File: config.mk
export PLATFORM = sky130hd
export DESIGN_NAME = read_fabric
export DESIGN_NICKNAME = d
export VERILOG_FILES = /design/src/rtl/read_fabric_pkg.sv /design/src/rtl/clint_timer.sv /design/src/rtl/read_arbiter.sv /design/src/rtl/read_fabric.sv /design/src/rtl/read_router.sv
export SDC_FILE = /design/constraint.sdc
export NUM_CORES = 1
export LEC_CHECK = 0
export BUFFER_PORTS_ARGS = -buffer_cell sky130_fd_sc_hd__buf_2
export CAP_MARGIN = 20
export CORE_UTILIZATION = 36
export DETAILED_ROUTE_END_ITERATION = 7
export GPL_TIMING_DRIVEN = 0
export SLEW_MARGIN = 20
export SYNTH_ARGS = -nofsm -noshare
export SYNTH_HDL_FRONTEND = slang
export SYNTH_SLANG_ARGS = --single-unit
File: constraint.sdc
create_clock -name clock -period 5.2 [get_ports clock]
set_input_delay 1.3 -clock clock [delete_from_list [all_inputs] [get_ports clock]]
set_output_delay 1.3 -clock clock [all_outputs]
set_load 0.005 [all_outputs]
File: src/rtl/read_fabric_pkg.sv
package read_fabric_pkg;

  // widths with a meaning
  typedef logic [31:0] addr_t;   // byte address of a read
  typedef logic [31:0] data_t;   // one read data word
  typedef logic [1:0]  resp_t;   // read response code
  typedef logic [63:0] mtime_t;  // timer count

  // response codes, only okay is produced inside the fabric
  localparam resp_t RESP_OKAY = 2'b00;

  // mtime words inside the clint window
  localparam logic [15:0] MTIME_LO_OFFSET = 16'hBFF8;
  localparam logic [15:0] MTIME_HI_OFFSET = 16'hBFFC;

  // arbiter FSM
  typedef enum logic [1:0] {
    ARB_IDLE,  // waiting for any requester
    ARB_ADDR,  // address offered downstream
    ARB_RESP   // waiting for the single response beat
  } arb_state_e;

endpackage

File: src/rtl/clint_timer.sv
module clint_timer (
  input  logic                   clock,
  input  logic                   reset,
  // request
  input  logic                   arvalid,
  input  read_fabric_pkg::addr_t araddr,
  output logic                   arready,
  // response, always okay
  output logic                   rvalid,
  output read_fabric_pkg::data_t rdata,
  input  logic                   rready
);
  import read_fabric_pkg::*;

  mtime_t      mtime_q;
  logic        rvalid_q;
  data_t       rdata_q;
  logic [15:0] offset;
  data_t       word_sel;

  // free running
  always_ff @(posedge clock) begin
    if (reset) begin
      mtime_q <= '0;
    end else begin
      mtime_q <= mtime_q + 64'd1;
    end
  end

  // window membership is the router's job, only the offset matters here
  assign offset = araddr[15:0];

  always_comb begin
    case (offset)
      MTIME_LO_OFFSET: word_sel = mtime_q[31:0];
      MTIME_HI_OFFSET: word_sel = mtime_q[63:32];
      default:         word_sel = '0;
    endcase
  end

  assign arready = !rvalid_q;  // one entry response register

  always_ff @(posedge clock) begin
    if (reset) begin
      rvalid_q <= 1'b0;
    end else if (arvalid && arready) begin
      rvalid_q <= 1'b1;
    end else if (rvalid_q && rready) begin
      rvalid_q <= 1'b0;
    end
  end

  // word sampled at the address transfer
  always_ff @(posedge clock) begin
    if (arvalid && arready) rdata_q <= word_sel;
  end

  assign rvalid = rvalid_q;
  assign rdata  = rdata_q;

endmodule

File: src/rtl/read_arbiter.sv
module read_arbiter (
  input  logic                   clock,
  input  logic                   reset,
  // fetch requester
  input  logic                   fetch_arvalid,
  input  read_fabric_pkg::addr_t fetch_araddr,
  output logic                   fetch_arready,
  output logic                   fetch_rvalid,
  output read_fabric_pkg::data_t fetch_rdata,
  output read_fabric_pkg::resp_t fetch_rresp,
  input  logic                   fetch_rready,
  // load requester
  input  logic                   load_arvalid,
  input  read_fabric_pkg::addr_t load_araddr,
  output logic                   load_arready,
  output logic                   load_rvalid,
  output read_fabric_pkg::data_t load_rdata,
  output read_fabric_pkg::resp_t load_rresp,
  input  logic                   load_rready,
  // shared channel toward the router
  output logic                   arvalid,
  output read_fabric_pkg::addr_t araddr,
  input  logic                   arready,
  input  logic                   rvalid,
  input  read_fabric_pkg::data_t rdata,
  input  read_fabric_pkg::resp_t rresp,
  output logic                   rready
);
  import read_fabric_pkg::*;

  arb_state_e state;
  logic       grant_load;  // 1 = load owns the channel
  logic       last_load;   // winner of the previous arbitration
  addr_t      addr_q;      // held address for a stable payload
  logic       pick_load;

  // round robin, only matters on a tie
  assign pick_load = load_arvalid && (!fetch_arvalid || !last_load);

  always_ff @(posedge clock) begin
    if (reset) begin
      state      <= ARB_IDLE;
      grant_load <= 1'b0;
      last_load  <= 1'b1;  // so fetch takes the first tie
    end else begin
      case (state)
        ARB_IDLE: begin
          if (fetch_arvalid || load_arvalid) begin
            grant_load <= pick_load;
            last_load  <= pick_load;
            state      <= ARB_ADDR;
          end
        end
        ARB_ADDR: begin
          if (arready) state <= ARB_RESP;  // arvalid is high here
        end
        ARB_RESP: begin
          if (rvalid && rready) state <= ARB_IDLE;
        end
        default: state <= ARB_IDLE;
      endcase
    end
  end

  // payload register
  always_ff @(posedge clock) begin
    if (state == ARB_IDLE && (fetch_arvalid || load_arvalid)) begin
      addr_q <= pick_load ? load_araddr : fetch_araddr;
    end
  end

  assign arvalid = (state == ARB_ADDR);
  assign araddr  = addr_q;

  // address handshake goes back to the granted side only
  assign fetch_arready = (state == ARB_ADDR) && !grant_load && arready;
  assign load_arready  = (state == ARB_ADDR) && grant_load && arready;

  // response steering
  assign fetch_rvalid = (state == ARB_RESP) && !grant_load && rvalid;
  assign load_rvalid  = (state == ARB_RESP) && grant_load && rvalid;
  assign fetch_rdata  = rdata;
  assign load_rdata   = rdata;
  assign fetch_rresp  = rresp;
  assign load_rresp   = rresp;

  assign rready = (state == ARB_RESP) && (grant_load ? load_rready : fetch_rready);

endmodule

File: src/rtl/read_fabric.sv
module read_fabric #(
  parameter read_fabric_pkg::addr_t CLINT_BASE = 32'h0200_0000,
  parameter read_fabric_pkg::addr_t CLINT_SIZE = 32'h0001_0000
) (
  input  logic                   clock,
  input  logic                   reset,
  // fetch requester
  input  logic                   fetch_arvalid,
  input  read_fabric_pkg::addr_t fetch_araddr,
  output logic                   fetch_arready,
  output logic                   fetch_rvalid,
  output read_fabric_pkg::data_t fetch_rdata,
  output read_fabric_pkg::resp_t fetch_rresp,
  input  logic                   fetch_rready,
  // load requester
  input  logic                   load_arvalid,
  input  read_fabric_pkg::addr_t load_araddr,
  output logic                   load_arready,
  output logic                   load_rvalid,
  output read_fabric_pkg::data_t load_rdata,
  output read_fabric_pkg::resp_t load_rresp,
  input  logic                   load_rready,
  // external master port
  output logic                   m_arvalid,
  output read_fabric_pkg::addr_t m_araddr,
  input  logic                   m_arready,
  input  logic                   m_rvalid,
  input  read_fabric_pkg::data_t m_rdata,
  input  read_fabric_pkg::resp_t m_rresp,
  output logic                   m_rready
);
  import read_fabric_pkg::*;

  // arbiter to router
  logic  arb_arvalid;
  addr_t arb_araddr;
  logic  arb_arready;
  logic  arb_rvalid;
  data_t arb_rdata;
  resp_t arb_rresp;
  logic  arb_rready;

  // router to timer
  logic  t_arvalid;
  addr_t t_araddr;
  logic  t_arready;
  logic  t_rvalid;
  data_t t_rdata;
  logic  t_rready;

  read_arbiter i_read_arbiter (
    .clock         (clock),
    .reset         (reset),
    .fetch_arvalid (fetch_arvalid),
    .fetch_araddr  (fetch_araddr),
    .fetch_arready (fetch_arready),
    .fetch_rvalid  (fetch_rvalid),
    .fetch_rdata   (fetch_rdata),
    .fetch_rresp   (fetch_rresp),
    .fetch_rready  (fetch_rready),
    .load_arvalid  (load_arvalid),
    .load_araddr   (load_araddr),
    .load_arready  (load_arready),
    .load_rvalid   (load_rvalid),
    .load_rdata    (load_rdata),
    .load_rresp    (load_rresp),
    .load_rready   (load_rready),
    .arvalid       (arb_arvalid),
    .araddr        (arb_araddr),
    .arready       (arb_arready),
    .rvalid        (arb_rvalid),
    .rdata         (arb_rdata),
    .rresp         (arb_rresp),
    .rready        (arb_rready)
  );

  read_router #(
    .CLINT_BASE (CLINT_BASE),
    .CLINT_SIZE (CLINT_SIZE)
  ) i_read_router (
    .clock     (clock),
    .reset     (reset),
    .arvalid   (arb_arvalid),
    .araddr    (arb_araddr),
    .arready   (arb_arready),
    .rvalid    (arb_rvalid),
    .rdata     (arb_rdata),
    .rresp     (arb_rresp),
    .rready    (arb_rready),
    .m_arvalid (m_arvalid),
    .m_araddr  (m_araddr),
    .m_arready (m_arready),
    .m_rvalid  (m_rvalid),
    .m_rdata   (m_rdata),
    .m_rresp   (m_rresp),
    .m_rready  (m_rready),
    .t_arvalid (t_arvalid),
    .t_araddr  (t_araddr),
    .t_arready (t_arready),
    .t_rvalid  (t_rvalid),
    .t_rdata   (t_rdata),
    .t_rready  (t_rready)
  );

  clint_timer i_clint_timer (
    .clock   (clock),
    .reset   (reset),
    .arvalid (t_arvalid),
    .araddr  (t_araddr),
    .arready (t_arready),
    .rvalid  (t_rvalid),
    .rdata   (t_rdata),
    .rready  (t_rready)
  );

endmodule

File: src/rtl/read_router.sv
module read_router #(
  parameter read_fabric_pkg::addr_t CLINT_BASE = 32'h0200_0000,
  parameter read_fabric_pkg::addr_t CLINT_SIZE = 32'h0001_0000
) (
  input  logic                   clock,
  input  logic                   reset,
  // from the arbiter
  input  logic                   arvalid,
  input  read_fabric_pkg::addr_t araddr,
  output logic                   arready,
  output logic                   rvalid,
  output read_fabric_pkg::data_t rdata,
  output read_fabric_pkg::resp_t rresp,
  input  logic                   rready,
  // external master port
  output logic                   m_arvalid,
  output read_fabric_pkg::addr_t m_araddr,
  input  logic                   m_arready,
  input  logic                   m_rvalid,
  input  read_fabric_pkg::data_t m_rdata,
  input  read_fabric_pkg::resp_t m_rresp,
  output logic                   m_rready,
  // clint timer
  output logic                   t_arvalid,
  output read_fabric_pkg::addr_t t_araddr,
  input  logic                   t_arready,
  input  logic                   t_rvalid,
  input  read_fabric_pkg::data_t t_rdata,
  output logic                   t_rready
);
  import read_fabric_pkg::*;

  logic  in_window;
  logic  route_timer_q;  // route of the read in flight
  addr_t window_offset;

  // below the base wraps to a large value, so one compare covers both ends
  assign window_offset = araddr - CLINT_BASE;
  assign in_window     = window_offset < CLINT_SIZE;

  // request path, combinational
  assign m_arvalid = arvalid && !in_window;
  assign t_arvalid = arvalid && in_window;
  assign m_araddr  = araddr;
  assign t_araddr  = araddr;
  assign arready   = in_window ? t_arready : m_arready;

  always_ff @(posedge clock) begin
    if (reset) begin
      route_timer_q <= 1'b0;
    end else if (arvalid && arready) begin
      route_timer_q <= in_window;  // held until the next address transfer
    end
  end

  // response path follows the latched route, not the live address
  assign rvalid   = route_timer_q ? t_rvalid : m_rvalid;
  assign rdata    = route_timer_q ? t_rdata : m_rdata;
  assign rresp    = route_timer_q ? RESP_OKAY : m_rresp;
  assign m_rready = rready && !route_timer_q;
  assign t_rready = rready && route_timer_q;

endmodule

==> flow_summary.yaml, run 1 <==
worst_hold_path:
  worstHoldPathType: "register to register"
  hold_depth: 2
  hold_path.startpoint: "i_clint_timer.mtime_q[38]"
timing:
  tightest_slew_ns: 1.02
  slew_headroom: 0.316
  period_needed_ns: 3.96
  setup_viol: 0
  fin_skew_ns: 0.00954
  whs_ns: 0.501
  tns_ns: 0
  timing.final.hold_violations: 0
  max_freq_mhz: 252
  timing.final.ws_setup_ns: 1.24
  post-route-period-util: 0.762
  slew_viol_final: 0
  rsz0062_at_grt: "false"
detailed_routing:
  drtIter0Drc: 365
  first_pass_iters: 7
  wirelength_um: 16700
  wl_per_cell_um: 14.8
  dr_total_vias: 5527
  viasPerCell: 4.90
  remaining_drc_errors: 18
  ant_nets: 0
place:
  hpwl_um: 12900
  post-place-ws_ns: 1.61
  dp.cells: 1097
  io_buffers: 210
  place.gp.congestion: 0.828
clock_network:
  root_buffer: "clkbuf_16"
  htreeDepth: 4
  clock_latency_ns: 0.42
  cts_hold_buf: 0
  clkTransAtPathRegs_ns: 0.06
  cts.sinks: 134
  tritoncts: "yes"
  post-cts-setup-buffers: 0
  numCtsBuffers: 17
  post_cts_resized: 0
  cts_buffer_depth: 2
floorplan:
  num_rows: 49
  core_area_um2: 18200
  dieArea_um2: 19300
  die_w_um: 139
  die_h_um: 139
  initial_core_util: 0.372
  io-pin-count: 212
critical_path:
  critPathKind: "register to primary output"
  rr_worst_depth: 8
  cp_slowest_stage_delay_ns: 0.57
  start_kind: "register"
  end_kind: "primary output"
  path_cells: "buf_1 -> clkbuf_1 -> mux2_2 -> buf_4 -> buf_2"
  critical-path-slowest-cell: "clkbuf_1"
  required_ns: 3.90
  cp-startpoint: "i_read_router.route_timer_q"
  cp_max_fo: 10
  timing.rr.start: "i_read_arbiter.araddr[25]"
  cp_data_arrival_time_ns: 2.66
logic_synthesis:
  postSynthCellCount: 654
  synth_area_per_cell_um2: 10.3
  synth.cell_area_um2: 6770
  async_flop_share: 0
  synth-seq-cells: 134
  synth-main-ff-cell: "dfxtp_1"
  synthTopCellsByArea: "edfxtp_1 (28%), dfxtp_1 (21%), mux2_2 (11%)"
  synth_fp_nets: 762
  synth_warnings: 0
  yosys.area.top_type: "edfxtp_1"
  synth_common_cells: "nor2_1 (86), dfxtp_1 (70), mux2_2 (65)"
  synth_seq_area_share: 0.491
  synthDistinctLibCells: 41
  synthDominantCellAreaShare: 0.284
  synth-edff-count: 64
  synthMostInstantiatedCell: "nor2_1"
finish:
  fin_nets: 995
  diodes: 0
  layout.cells.non_filler: 1129
  final_layout_size_suffix_gt1_frac: 0.397
  syn_to_final_growth_pct: 30.6
grt:
  grt_pass1_wl_um: 26400
  grt_pass1_vias: 5167
  globalRoute.totalOverflow: 0
  antenna_found_initial: 0
  grt_max_degree: 34
  track_usage: 0.176
run_status:
  violations: "design-rule violations"
  outcome: "finished with violations"
pwr:
  clockPowerShare: 0.495
  ir_worst_vdd_mv: 0.213
  power.density_nw_per_um2: 326
  pwr-share-comb: 0.096
  leakagePower_nw: 3.33
  p_int_mw: 2.28
  p_sw_frac: 0.211
  power_frac_seq: 0.410
  switchingPower_mw: 0.607
  p_total_mw: 2.88
run:
  cap_violations: 0
[critical path: cells and delay by family, from the launching register on]
family	cells	cell delay, ns
buffers and inverters	4	1.37
muxes	1	0.42
DFF	1	0.44
[power by group through the flow]
stage	Combinational, mW	Sequential, mW	Clock (mW)
after floorplan	0.144	1.20	0
after global placement	0.279	1.20	0
after detailed placement	0.278	1.20	0
after CTS	0.281	1.18	1.45
after global routing	0.303	1.19	1.49
final	0.276	1.18	1.43
[final timing paths]
| path | to | slack [ns] |
|---|---|---|
| worst max-delay path | load_rdata[28] | 1.24 |
| worst min-delay path | i_clint_timer.mtime_q[38] | 0.50 |
| worst max register to register | i_clint_timer.rdata[18] | 2.32 |
| worst min register to register | i_clint_timer.mtime_q[38] | 0.50 |
[layout make-up]
class,instances,area (um^2)
buffer,62,362
clock buffer,20,457
clock inverter,12,246
fill,1749,9370
inverter,13,48.8
multi-input combinational,445,3040
sequential,134,3320
tap,229,287
timing repair buffer,214,1070
[through the flow]
step,instance area (um^2),util
2_1_floorplan,6770,-
3_3_place_gp,8100,0.445
3_5_place_dp,8130,0.447
4_1_cts,8840,0.485
5_1_grt,8840,0.485
6_report,8840,0.485
[cell usage in the layout (no fill, tap or decap), types with 3 or more instances in the layout]
| master | n |
|---|---|
| xor2_1 | 22 |
| bufinv_16 | 7 |
| nand4_1 | 30 |
| nand2b_1 | 3 |
| nor3_1 | 7 |
| or3_1 | 22 |
| mux2_2 | 65 |
| mux2i_1 | 34 |
| nor4_1 | 6 |
| nor2_1 | 86 |
| xnor2_1 | 11 |
| a21oi_1 | 32 |
| o31ai_1 | 7 |
| clkbuf_16 | 17 |
| buf_1 | 7 |
| or4_1 | 8 |
| or2_2 | 3 |
| clkbuf_1 | 21 |
| inv_1 | 12 |
| dfxtp_1 | 70 |
| and4_1 | 3 |
| buf_4 | 35 |
| nand2_1 | 29 |
| nor2b_1 | 3 |
| buf_2 | 214 |
| nand3_1 | 25 |
| edfxtp_1 | 64 |
| o21ai_0 | 27 |
| nor4_2 | 3 |
[metal layers]
layer / vias to the layer above / wire, um / track usage
li1: 2805 / - / -
met1: 2447 / 7580 / 0.226
met2: 260 / 7390 / 0.284
met3: 15 / 1490 / 0.0515
met4: 0 / 212 / 0.0591
met5: - / 0 / 0
[state kept, by name, indices dropped and copies added, names as in the netlist]
register	flops
i_clint_timer.mtime_q	64
i_clint_timer.rdata	32
i_read_arbiter.araddr	32
i_read_arbiter.state	2
i_clint_timer.rvalid	1
i_read_arbiter.grant_load	1
i_read_arbiter.last_load	1
i_read_router.route_timer_q	1
[cells by family (layout without fill, tap and decap cells)]
| kind of cell | after synthesis | count (layout) | synth area share |
|---|---|---|---|
| xor gates and xnor gates | 33 | 33 | 0.0427 |
| AOI/OAI and AO/OA | 71 | 71 | 0.0579 |
| buffers and inverters | 75 | 321 | 0.0607 |
| adders and majority gates | 2 | 2 | 0.00370 |
| muxes | 99 | 99 | 0.158 |
| DFF | 134 | 134 | 0.491 |
| and+or+nand+nor | 240 | 240 | 0.185 |
Power figures use the tool's default switching activity.
==> inputs of run 2 (changes only) <==
--- a/config.mk
+++ b/config.mk
@@ -5,6 +5,7 @@
 export SDC_FILE = /design/constraint.sdc
 export NUM_CORES = 1
 export LEC_CHECK = 0
+export ABC_AREA = 1
 export BUFFER_PORTS_ARGS = -buffer_cell sky130_fd_sc_hd__buf_2
 export CAP_MARGIN = 20
 export CORE_UTILIZATION = 36
==> constraint.sdc (replaced) <==
create_clock -name clock -period 3.89 [get_ports clock]
set_input_delay 0.9725 -clock clock [delete_from_list [all_inputs] [get_ports clock]]
set_output_delay 0.9725 -clock clock [all_outputs]
set_load 0.005 [all_outputs]
==> run 2 against run 1 <==
Sequential power increased by 33%. Clock skew increased by 0.0025 ns. Via count increased by 43%. Critical path type unchanged. Global-route usage increased by 7.0 points. Design area increased by 11%. Highest routed layer unchanged. Clock-buffer cell count decreased by 2. The flow now finishes without violations.
==> flow_summary.yaml, run 2 <==
finish:
  syn_to_final_growth_pct: 26.0
  mostFrequentLayoutCells: "nand2_1 (297), buf_2 (216), nor2_1 (122)"
  fin_util: 0.464
  largest_reg_flops: 64
  num-fill-cells: 2171
  postLayoutCellArea_um2: 9820
  layout.cells.non_filler: 1587
  layout_commonest_cell: "nand2_1"
  final_layout_size_suffix_gt1_frac: 0.265
  regMostFlops: "i_clint_timer.mtime_q"
  fin_nets: 1406
logic_synthesis:
  synth-adder-area-share: 0.00321
  synthMostInstantiatedCell: "nand2_1"
  async_flop_share: 0
  synth.cell_area_um2: 7790
  synth-xor-area-share: 0.00787
  postSynthCellCount: 1069
  synthDistinctLibCells: 29
  synth_warnings: 0
  synthTopCellsByArea: "edfxtp_1 (25%), dfxtp_1 (18%), nand2_1 (14%)"
  synthDominantCellAreaShare: 0.247
  synth_simple_gate_area_frac: 0.346
  synth-edff-count: 64
  synth-seq-cells: 134
  synth_seq_area_share: 0.426
  synth_compound_area_frac: 0.0543
  synth-main-ff-cell: "dfxtp_1"
  synth_area_per_cell_um2: 7.29
  synth_top_family_by_area: "simple AND/OR/NAND/NOR gates"
  synth_mux_area_frac: 0.0462
  synth_fp_nets: 1177
  yosys.area.top_type: "edfxtp_1"
  synth_common_cells: "nand2_1 (297), nor2_1 (122), inv_1 (120)"
pwr:
  power.density_nw_per_um2: 373
  p_int_mw: 2.78
  switchingPower_mw: 0.884
  p_sw_frac: 0.241
  clockPowerShare: 0.471
  power_frac_seq: 0.428
  pwr-share-comb: 0.101
  ir_worst_vdd_mv: 0.223
  leakagePower_nw: 4.10
  p_total_mw: 3.67
floorplan:
  num_rows: 53
  die_w_um: 149
  initial_core_util: 0.368
  dieArea_um2: 22200
  die_h_um: 149
  io-pin-count: 212
  core_area_um2: 21200
timing:
  period_needed_ns: 3.25
  setup_viol: 0
  rsz0062_at_grt: "false"
  tns_ns: 0
  whs_ns: 0.473
  post-route-period-util: 0.836
  slew_viol_final: 0
  timing.final.ws_setup_ns: 0.637
  timing.final.hold_violations: 0
  max_freq_mhz: 307
  fin_skew_ns: 0.0121
  tightest_slew_ns: 0.865
  slew_headroom: 0.423
grt:
  globalRoute.totalOverflow: 0
  grt_max_degree: 33
  antenna_found_initial: 1
  track_usage: 0.246
  grt_pass1_wl_um: 40300
  grt_pass1_vias: 7191
clock_network:
  cts_hold_buf: 0
  cts.sinks: 134
  cts_buffer_depth: 2
  clkTransAtPathRegs_ns: 0.06
  numCtsBuffers: 17
  post_cts_resized: 0
  root_buffer: "clkbuf_16"
  tritoncts: "yes"
  clock_latency_ns: 0.43
  htreeDepth: 4
  post-cts-setup-buffers: 0
detailed_routing:
  wirelength_um: 27000
  wl_per_cell_um: 17.0
  ant_nets: 0
  remaining_drc_errors: 0
  first_pass_iters: 5
  drtIter0Drc: 743
  dr_total_vias: 7878
  viasPerCell: 4.96
critical_path:
  end_kind: "primary output"
  start_kind: "register"
  required_ns: 2.92
  cp_data_arrival_time_ns: 2.28
  cp_max_fo: 10
  critPathKind: "register to primary output"
run_status:
  outcome: "complete, no violations"
worst_hold_path:
  worstHoldPathType: "register to register"
place:
  dp.cells: 1554
  post-place-ws_ns: 1.05
  placed_area_um2: 9190
  place.gp.congestion: 0.991
  hpwl_um: 21900
  io_buffers: 210
run:
  cap_violations: 0
## run 2: cell count changes after synthesis, sizes merged, moves of 23 or more
cell / before / now
nand2: 29 / 303
a21oi: 32 / 56
mux2: 65 / 32
or3: 23 / 0
nor2: 86 / 132
nand3: 25 / 116
mux2i: 34 / 0
inv: 13 / 125
## run 2: worst max-delay path, cell delays in order, from the launching register on
cell      delay, ns
dfxtp_1        0.34
clkbuf_1       0.49
buf_2          0.39
mux2_2         0.39
buf_4          0.13
buf_2          0.11
## run 2: routing by layer
layer / vias up / global-route usage / share of wire
li1: 3912 / - / -
met1: 3599 / 0.339 / 0.45
met2: 322 / 0.389 / 0.45
met3: 45 / 0.0419 / 0.076
met4: 0 / 0.0852 / 0.023
met5: - / 0 / 0
## run 2: path summary, 6_finish.rpt
| kind | start | end | slack (ns) | cells past startpoint |
|---|---|---|---|---|
| setup / recovery | i_read_router.route_timer_q | load_rdata[30] | 0.64 | 5 |
| hold reg to reg | i_clint_timer.rvalid | i_clint_timer.rvalid | 0.47 | 2 |
| setup reg to reg | i_read_arbiter.araddr[25] | i_clint_timer.rdata[8] | 1.74 | 10 |
| hold / removal | i_clint_timer.rvalid | i_clint_timer.rvalid | 0.47 | 2 |
## run 2: final cells by class
class,count,area (um^2),area share
Multi-Input combinational cell,743,3570,0.363
Timing Repair Buffer,210,1050,0.107
Clock buffer,18,429,0.0437
Sequential cell,134,3320,0.339
Buffer,66,428,0.0436
Tap cell,275,344,0.0350
Inverter,126,473,0.0482
Antenna cell,1,2.50,0.000255
Clock inverter,14,198,0.0201
## run 2: power groups by stage
stage / Sequential (mW) / Clock, mW / Combinational, mW
2_1_floorplan: 1.60 / 0 / 0.175
3_3_place_gp: 1.60 / 0 / 0.367
3_5_place_dp: 1.60 / 0 / 0.370
4_1_cts: 1.57 / 1.74 / 0.372
5_1_grt: 1.58 / 1.81 / 0.409
6_report: 1.57 / 1.73 / 0.368
## run 2: logic make-up after synthesis
kind of cell | count (synthesis)
fa+ha+maj | 2
simple gates | 619
mux | 32
compound gates | 83
xor+xnor | 7
flops | 134
buf+inv | 192
